File: config.mk
export PLATFORM = sky130hd
export DESIGN_NAME = fetch_top
export DESIGN_NICKNAME = d
export VERILOG_FILES = /design/src/rtl/fetch_pkg.sv /design/src/rtl/fetch_ctrl.sv /design/src/rtl/fetch_out_stage.sv /design/src/rtl/fetch_top.sv /design/src/rtl/inst_rom.sv /design/src/rtl/next_pc_unit.sv
export SDC_FILE = /design/constraint.sdc
export NUM_CORES = 1
export LEC_CHECK = 0
export ABC_AREA = 1
export BUFFER_PORTS_ARGS = -buffer_cell sky130_fd_sc_hd__buf_2
export CELL_PAD_IN_SITES_DETAIL_PLACEMENT = 1
export CELL_PAD_IN_SITES_GLOBAL_PLACEMENT = 1
export CORE_UTILIZATION = 35
export DETAILED_ROUTE_END_ITERATION = 7
export PLACE_DENSITY = 0.83
export SYNTH_ARGS = -nofsm -noshare
export SYNTH_HDL_FRONTEND = slang
export SYNTH_SLANG_ARGS = --single-unit
File: constraint.sdc
create_clock -name clk -period 3.8 [get_ports clk]
set_clock_uncertainty 0.1 [all_clocks]
set_input_delay 0.57 -clock clk [delete_from_list [all_inputs] [get_ports clk]]
set_output_delay 0.57 -clock clk [all_outputs]
set_load 0.03 [all_outputs]
File: src/rtl/inst_rom.hex
// one 32-bit instruction word per line, word 0 at the boot address
3c08bfc0
25080010
24090001
240a0002
012a5821
ad0b0000
8d0c0000
11800003
00000000
240d0003
01ad7023
000e7880
3c10bfc0
26100380
8e110000
02208821
24120004
0251982a
1260fff0
00000000
40086000
3c09ffbf
3529ffff
01094024
40886000
42000018
00000000
0bf00000
24140005
0294a825
ae150004
1000ffe1

File: src/rtl/fetch_pkg.sv
`default_nettype none

package fetch_pkg;

    // widths that carry a meaning
    typedef logic [31:0] addr_t;          // fetch address
    typedef logic [31:0] inst_t;          // instruction word
    typedef logic [4:0]  exc_code_t;      // cp0 cause code
    typedef logic [19:0] cache_tag_t;     // addr[31:12]
    typedef logic [7:0]  cache_index_t;   // addr[11:4]
    typedef logic [3:0]  cache_offset_t;  // addr[3:0]

    // pc register value in reset, one word below boot
    localparam addr_t RESET_PC = 32'hbfbffffc;
    // general exception entry
    localparam addr_t EXC_VECTOR = 32'hbfc00380;

    localparam exc_code_t EXC_ADEL = 5'h04;  // address error on load/fetch
    localparam exc_code_t EXC_NONE = 5'h1f;  // all ones, nothing raised

    localparam int ROM_WORDS = 32;  // instruction image depth

    // branch info coming back from decode
    typedef struct packed {
        logic  bd;         // next fetch sits in a delay slot
        logic  br_stall;   // decode cannot resolve the branch yet
        logic  br_taken;
        addr_t br_target;
    } br_bus_t;

    // fetch to decode, 71 bits
    typedef struct packed {
        logic      ex;        // 70
        exc_code_t exc_code;  // 69:65
        logic      bd;        // 64
        inst_t     inst;      // 63:32
        addr_t     pc;        // 31:0
    } fs_to_ds_t;

    // request address as the icache sees it
    typedef struct packed {
        cache_tag_t    tag;
        cache_index_t  index;
        cache_offset_t offset;
    } inst_req_t;

    // request fsm of the fetch stage
    typedef enum logic [1:0] {
        idle,       // nothing asked
        wait_addr,  // request up, not yet taken
        wait_data   // taken, word due this cycle
    } fetch_state_t;

endpackage

`default_nettype wire

File: src/rtl/fetch_ctrl.sv
`timescale 1ns/1ps
`default_nettype none

module fetch_ctrl (
    input  logic clk,
    input  logic reset,
    input  logic flush,
    input  logic eret,
    input  logic ds_allowin,         // decode takes the current item
    input  logic addr_ok,            // memory took the request
    input  logic data_ok,            // memory word returns
    input  logic nextpc_misaligned,
    output logic inst_valid,         // request level to memory
    output logic npc_flow,
    output logic flush_pend,
    output logic pc_load,            // out stage takes nextpc
    output logic fs_to_ds_valid
);

    fetch_pkg::fetch_state_t state;
    fetch_pkg::fetch_state_t state_next;
    logic                    can_issue;
    logic                    accept;
    logic                    adel_load;

    // only one word in flight, and decode must be able to take it on return
    assign can_issue = (state != fetch_pkg::wait_data) & ds_allowin;

    // bad address never reaches memory
    assign inst_valid = can_issue & ~nextpc_misaligned;
    assign accept     = inst_valid & addr_ok;

    // misaligned pc goes straight to decode as an exception item
    assign adel_load = can_issue & nextpc_misaligned;

    // a word returning under eret belongs to the old stream, drop it
    assign pc_load = (data_ok & ~eret) | adel_load;

    always_comb begin
        state_next = state;
        case (state)
            fetch_pkg::idle: begin
                if (accept) begin
                    state_next = fetch_pkg::wait_data;
                end else if (inst_valid) begin
                    state_next = fetch_pkg::wait_addr;
                end
            end
            fetch_pkg::wait_addr: begin
                if (accept) begin
                    state_next = fetch_pkg::wait_data;
                end else if (~inst_valid) begin
                    state_next = fetch_pkg::idle;  // request withdrawn
                end
            end
            fetch_pkg::wait_data: begin
                if (data_ok) begin
                    state_next = fetch_pkg::idle;
                end
            end
            default: state_next = fetch_pkg::idle;
        endcase
    end

    always_ff @(posedge clk) begin
        if (reset) begin
            state <= fetch_pkg::idle;
        end else begin
            state <= state_next;
        end
    end

    // fs_pc updated last cycle, next address may advance now
    always_ff @(posedge clk) begin
        if (reset) begin
            npc_flow <= 1'b0;
        end else begin
            npc_flow <= pc_load;
        end
    end

    // exception vector stays selected until a word comes back
    // set wins over clear when both land together
    always_ff @(posedge clk) begin
        if (reset) begin
            flush_pend <= 1'b0;
        end else if (flush & ~eret) begin
            flush_pend <= 1'b1;
        end else if (data_ok | eret) begin
            flush_pend <= 1'b0;  // eret overrides the pending entry
        end
    end

    // set on load, hold while decode is full, clear once taken
    always_ff @(posedge clk) begin
        if (reset) begin
            fs_to_ds_valid <= 1'b0;
        end else if (pc_load) begin
            fs_to_ds_valid <= 1'b1;
        end else if (ds_allowin) begin
            fs_to_ds_valid <= 1'b0;
        end
    end

endmodule

`default_nettype wire

File: src/rtl/fetch_out_stage.sv
`timescale 1ns/1ps
`default_nettype none

module fetch_out_stage (
    input  logic                  clk,
    input  logic                  reset,
    input  logic                  pc_load,
    input  logic                  flush,
    input  logic                  flush_pend,
    input  fetch_pkg::addr_t      nextpc,
    input  fetch_pkg::inst_t      rdata,         // memory word, valid with data_ok
    input  logic                  bd,            // delay slot flag from decode
    output fetch_pkg::fs_to_ds_t  fs_to_ds_bus,
    output fetch_pkg::addr_t      fs_pc
);

    fetch_pkg::inst_t inst_q;  // word held for decode
    logic             bd_q;
    logic             adel;

    // pc of the item presented to decode
    always_ff @(posedge clk) begin
        if (reset) begin
            fs_pc <= fetch_pkg::RESET_PC;
        end else if (pc_load) begin
            fs_pc <= nextpc;
        end
    end

    // payload, follows pc_load only
    always_ff @(posedge clk) begin
        if (pc_load) begin
            inst_q <= rdata;
            bd_q   <= bd;
        end
    end

    // exception travels with the pc, not with the request
    assign adel = (fs_pc[1:0] != 2'b00);

    always_comb begin
        fs_to_ds_bus.ex       = adel;
        fs_to_ds_bus.exc_code = adel ? fetch_pkg::EXC_ADEL : fetch_pkg::EXC_NONE;
        fs_to_ds_bus.bd       = bd_q;
        // zero is a nop, keeps a stale branch out of decode
        if (adel | flush | flush_pend) begin
            fs_to_ds_bus.inst = '0;
        end else begin
            fs_to_ds_bus.inst = inst_q;
        end
        fs_to_ds_bus.pc       = fs_pc;
    end

endmodule

`default_nettype wire

File: src/rtl/fetch_top.sv
`timescale 1ns/1ps
`default_nettype none

module fetch_top (
    input  logic                  clk,
    input  logic                  reset,
    input  fetch_pkg::br_bus_t    br_bus,          // from decode
    input  logic                  flush,
    input  logic                  eret,
    input  fetch_pkg::addr_t      epc,
    input  logic                  mfc0_stall,
    input  logic                  ds_allowin,
    output logic                  fs_to_ds_valid,
    output fetch_pkg::fs_to_ds_t  fs_to_ds_bus
);

    fetch_pkg::addr_t     nextpc;
    fetch_pkg::addr_t     fs_pc;
    fetch_pkg::inst_t     rdata;
    fetch_pkg::inst_req_t inst_req;
    logic                 nextpc_misaligned;
    logic                 npc_flow;
    logic                 flush_pend;
    logic                 pc_load;
    logic                 inst_valid;
    logic                 addr_ok;
    logic                 data_ok;

    // icache view of the fetch address
    assign {inst_req.tag, inst_req.index, inst_req.offset} = nextpc;

    fetch_ctrl u_ctrl (
        .clk               (clk),
        .reset             (reset),
        .flush             (flush),
        .eret              (eret),
        .ds_allowin        (ds_allowin),
        .addr_ok           (addr_ok),
        .data_ok           (data_ok),
        .nextpc_misaligned (nextpc_misaligned),
        .inst_valid        (inst_valid),
        .npc_flow          (npc_flow),
        .flush_pend        (flush_pend),
        .pc_load           (pc_load),
        .fs_to_ds_valid    (fs_to_ds_valid)
    );

    next_pc_unit u_npc (
        .clk               (clk),
        .reset             (reset),
        .eret              (eret),
        .flush             (flush),
        .flush_pend        (flush_pend),
        .npc_flow          (npc_flow),
        .mfc0_stall        (mfc0_stall),
        .epc               (epc),
        .br_bus            (br_bus),
        .fs_pc             (fs_pc),
        .nextpc            (nextpc),
        .nextpc_misaligned (nextpc_misaligned)
    );

    fetch_out_stage u_out (
        .clk          (clk),
        .reset        (reset),
        .pc_load      (pc_load),
        .flush        (flush),
        .flush_pend   (flush_pend),
        .nextpc       (nextpc),
        .rdata        (rdata),
        .bd           (br_bus.bd),  // decode marks the slot being fetched
        .fs_to_ds_bus (fs_to_ds_bus),
        .fs_pc        (fs_pc)
    );

    // stands in for the icache
    inst_rom u_rom (
        .clk        (clk),
        .reset      (reset),
        .inst_valid (inst_valid),
        .inst_req   (inst_req),
        .addr_ok    (addr_ok),
        .data_ok    (data_ok),
        .rdata      (rdata)
    );

endmodule

`default_nettype wire

File: src/rtl/inst_rom.sv
`timescale 1ns/1ps
`default_nettype none

module inst_rom (
    input  logic                  clk,
    input  logic                  reset,
    input  logic                  inst_valid,  // request level
    input  fetch_pkg::inst_req_t  inst_req,
    output logic                  addr_ok,     // taken this cycle when valid
    output logic                  data_ok,     // word on rdata
    output fetch_pkg::inst_t      rdata
);

    fetch_pkg::inst_t                        mem [0:fetch_pkg::ROM_WORDS-1];
    fetch_pkg::addr_t                        req_addr;
    logic [$clog2(fetch_pkg::ROM_WORDS)-1:0] word_idx;
    logic                                    data_due;  // one word owed next cycle

    initial begin
        $readmemh("/design/src/rtl/inst_rom.hex", mem);
    end

    // tag/index/offset back into a flat byte address
    assign req_addr = {inst_req.tag, inst_req.index, inst_req.offset};
    assign word_idx = req_addr[6:2];  // image wraps every 128 bytes

    // single outstanding request
    assign addr_ok = ~data_due;

    always_ff @(posedge clk) begin
        if (reset) begin
            data_due <= 1'b0;
        end else begin
            data_due <= inst_valid & addr_ok;
        end
    end

    assign data_ok = data_due;

    // read on acceptance, word holds until the next one
    always_ff @(posedge clk) begin
        if (inst_valid & addr_ok) begin
            rdata <= mem[word_idx];
        end
    end

endmodule

`default_nettype wire

File: src/rtl/next_pc_unit.sv
`timescale 1ns/1ps
`default_nettype none

module next_pc_unit (
    input  logic                clk,
    input  logic                reset,
    input  logic                eret,        // return from exception
    input  logic                flush,       // exception seen this cycle
    input  logic                flush_pend,  // exception seen, data not back yet
    input  logic                npc_flow,    // fs_pc just moved, may advance
    input  logic                mfc0_stall,  // cp0 read in flight, hold branch
    input  fetch_pkg::addr_t    epc,
    input  fetch_pkg::br_bus_t  br_bus,
    input  fetch_pkg::addr_t    fs_pc,
    output fetch_pkg::addr_t    nextpc,
    output logic                nextpc_misaligned
);

    fetch_pkg::addr_t seq_pc;
    fetch_pkg::addr_t nextpc_timely;  // fresh pick of this cycle
    fetch_pkg::addr_t nextpc_buf;     // last pick, held for the memory port
    logic             br_go;
    logic             npc_update;

    assign seq_pc = fs_pc + 32'd4;

    // branch only counts when decode has it resolved
    assign br_go = br_bus.br_taken & ~br_bus.br_stall & ~mfc0_stall;

    // cycles in which the pick is live
    assign npc_update = eret | flush | flush_pend | npc_flow;

    // eret over exception over branch over sequential
    always_comb begin
        if (eret) begin
            nextpc_timely = epc;
        end else if (flush | flush_pend) begin
            nextpc_timely = fetch_pkg::EXC_VECTOR;
        end else if (br_go) begin
            nextpc_timely = br_bus.br_target;
        end else begin
            nextpc_timely = seq_pc;
        end
    end

    // buffer starts at the boot address so the first request needs no flow
    always_ff @(posedge clk) begin
        if (reset) begin
            nextpc_buf <= fetch_pkg::RESET_PC + 32'd4;
        end else if (npc_update) begin
            nextpc_buf <= nextpc_timely;
        end
    end

    // live pick when something moved, else the held one
    assign nextpc = npc_update ? nextpc_timely : nextpc_buf;

    // word fetch only, low bits must be zero
    assign nextpc_misaligned = (nextpc[1:0] != 2'b00);

endmodule

`default_nettype wire

==> impl_metrics.ini <==
[die]
num_rows = 42
core_um2 = 13200
die_area_um2 = 14100
chipHeight_um = 119
die_x_um = 119
pin_count = 145
initial_core_util_pct = 36.0

[status]
outcome = finished clean

[placed_design]
portBuffers = 111
dp_hpwl_um = 11900
place_area_um2 = 5250
gp_congestion = 0.880
dpl.cell_count = 1069

[detailed_routing]
wirelength_um = 15900
viasPerCell = 4.80
post-route-drc-count = 0
ant_nets = 0
drt_pass1_iterations = 4
wl_per_cell_um = 14.6
dr_total_vias = 5204
drt_iter0_markers = 235

[layout]
final_util_pct = 42.0
drive_gt1_share_pct = 16.6
seq_area_um2 = 1430
antenna_cells = 0
layoutNonFillerInstCount = 1085
design_area_um2 = 5560
fillCellCount = 1896
multiInputGateArea_um2 = 2600
nets = 978
syn_to_final_growth_pct = 16.8

[sta]
finalSetupViolCount = 0
maxSlewHeadroom_pct = 55.3
final-max-slew-violation-count = 0
rsz0062_at_grt = no
worstMarginPinSlew_ns = 0.670
hold_viol_final = 0
max_freq_mhz = 365
setup_tns_ns = 0
period_share_pct = 72.1
period_needed_ns = 2.74

[logic_synthesis]
synth_cell_types = 34
muxShareOfSynthArea_pct = 0
yosysSeqAreaShare_pct = 30.1
async_flop_share_pct = 0
yosys-top-cells-count = 304 x nand2_1, 102 x inv_1, 77 x nor2_1, 75 x nand3_1, 70 x dfxtp_1
synth_compound_area_share_pct = 7.88
ys.flop_type = dfxtp_1
syn_area_um2 = 4760
synth_fa_ha_area_share_pct = 0.263
ys_warn_count = 0
synth_edf_count = 1
synth_most_common_cell = nand2_1
yosys.area.top_type = dfxtp_1
synth.top_cell.area_share_pct = 29.4
ys_seq_elements = 71
syn_area_per_cell_um2 = 5.84
postSynthCellCount = 815
synth_top_family_by_area = simple AND/OR/NAND/NOR gates
synth-xor-area-share_pct = 0.368
synthTopCellsByArea = dfxtp_1 29%, nand2_1 24%, inv_1 8.0%
yosys.area_share.simple_pct = 43.4

[clock_network]
post_cts_resized = 0
clock_sinks = 71
post_cts_buffers = 0
htree_num_levels = 3
cts_hold_buf = 0
clk_path_buf_depth = 2
cts_tree = built
cts.clk_slew.worst_paths_ns = 0.06
cts-root-buf = clkbuf_16
clock_latency_ns = 0.34
tritoncts.num_buffers = 9

[global_route]
grtUsageTotal_pct = 23.2
grt_use_met3_pct = 4.01
met2_usage_pct = 39.9
grt_pass1_wl_um = 25700
grtUsageMet1_pct = 28.9
grt_max_degree = 42
grt_overflow_total = 0
antenna_found_initial = 0
busiest_layer = met2
grt_pass1_vias = 5155

[pwr]
ir_worst_vdd_v = 0.000206
power_mw = 2.75
leakage_nw = 3.27
p_per_area_nw_per_um2 = 495

[setup_path]
worstSetupPathType = in -> reg
cp.arrival_ns = 2.85
end_kind = register
cp-start-kind = input pin
r2r_cells = 14
cp_max_fo = 41
required_ns = 3.90

[run]
cap_violations = 0

[hold_path]
min_path_type = in -> reg
whs_path_depth = 1
worst paths after layout:
check,startpoint,to,slack [ns]
worst min-delay path,br_bus[34],u_out.bd_q,0.30
worst max register to register,u_out.fs_pc[2],u_out.fs_pc[22],1.43
worst min register to register,u_npc.nextpc_buf[31],u_npc.nextpc_buf[31],0.37
worst max-delay path,eret,u_ctrl.fs_to_ds_valid,1.06
critical path, cell delays in order:
cell and delay (ns):
buf_2 0.25, inv_2 0.37, nand3_4 0.15, or2_1 0.25
nand2_2 0.11, nand2_1 0.09, nand2_2 0.23, nand2_4 0.34
inv_4 0.33, a21oi_1 0.10
per-layer routing:
| layer | wire, um | up-vias |
|---|---|---|
| met5 | 0 | - |
| met4 | 368 | 0 |
| met3 | 760 | 28 |
| met2 | 7640 | 127 |
| met1 | 7100 | 2437 |
| li1 | - | 2612 |
cell families (layout without fill, tap and decap cells):
group                      Yosys count  count (layout)
xor gates and xnor gates             2               2
adders and majority gates            1               1
buffers and inverters              176             239
other                                2              33
DFF                                 71              71
AOI/OAI and AO/OA                   70              70
and+or+nand+nor                    493             493
cells in the final DEF (no fill, tap or decap), types with 9 or more instances in the layout:
master       n
a21oi_1     16
buf_2      111
clkbuf_16    9
conb_1      33
dfxtp_1     70
inv_1      102
nand2_1    304
nand3_1     75
nor2_1      77
o21ai_0     38
or2_2        9
through the flow:
step | setup slack [ns] | hold WS, ns
floorplan | 1.79 | 0.337
global placement | 0.806 | 0.348
detailed placement | 0.681 | 0.355
CTS | 1.04 | 0.303
global route | 0.785 | 0.308
finish | 1.06 | 0.305
final cells by class:
cell class | instances | area share (%)
multi-input combinational | 599 | 46.7
sequential | 71 | 25.7
timing repair buffer | 117 | 10.8
inverter | 106 | 7.20
clock buffer | 14 | 4.93
tap | 176 | 3.96
clock inverter | 2 | 0.675
sequential cells by signal (all words and copies together), names as in the netlist:
name                   flops
u_npc.nextpc_buf          32
u_out.fs_pc               32
u_ctrl.state               2
u_ctrl.flush_pend          1
u_ctrl.fs_to_ds_valid      1
u_ctrl.npc_flow            1
u_out.bd_q                 1
u_rom.data_ok              1
power breakdown:
group          total [mW]  internal [mW]  switching (mW)
clock               0.885          0.563           0.322
sequential          0.928          0.833          0.0953
combinational       0.942          0.269           0.673
total                2.75           1.66            1.09
No activity file was read; power rests on OpenSTA's default activity.
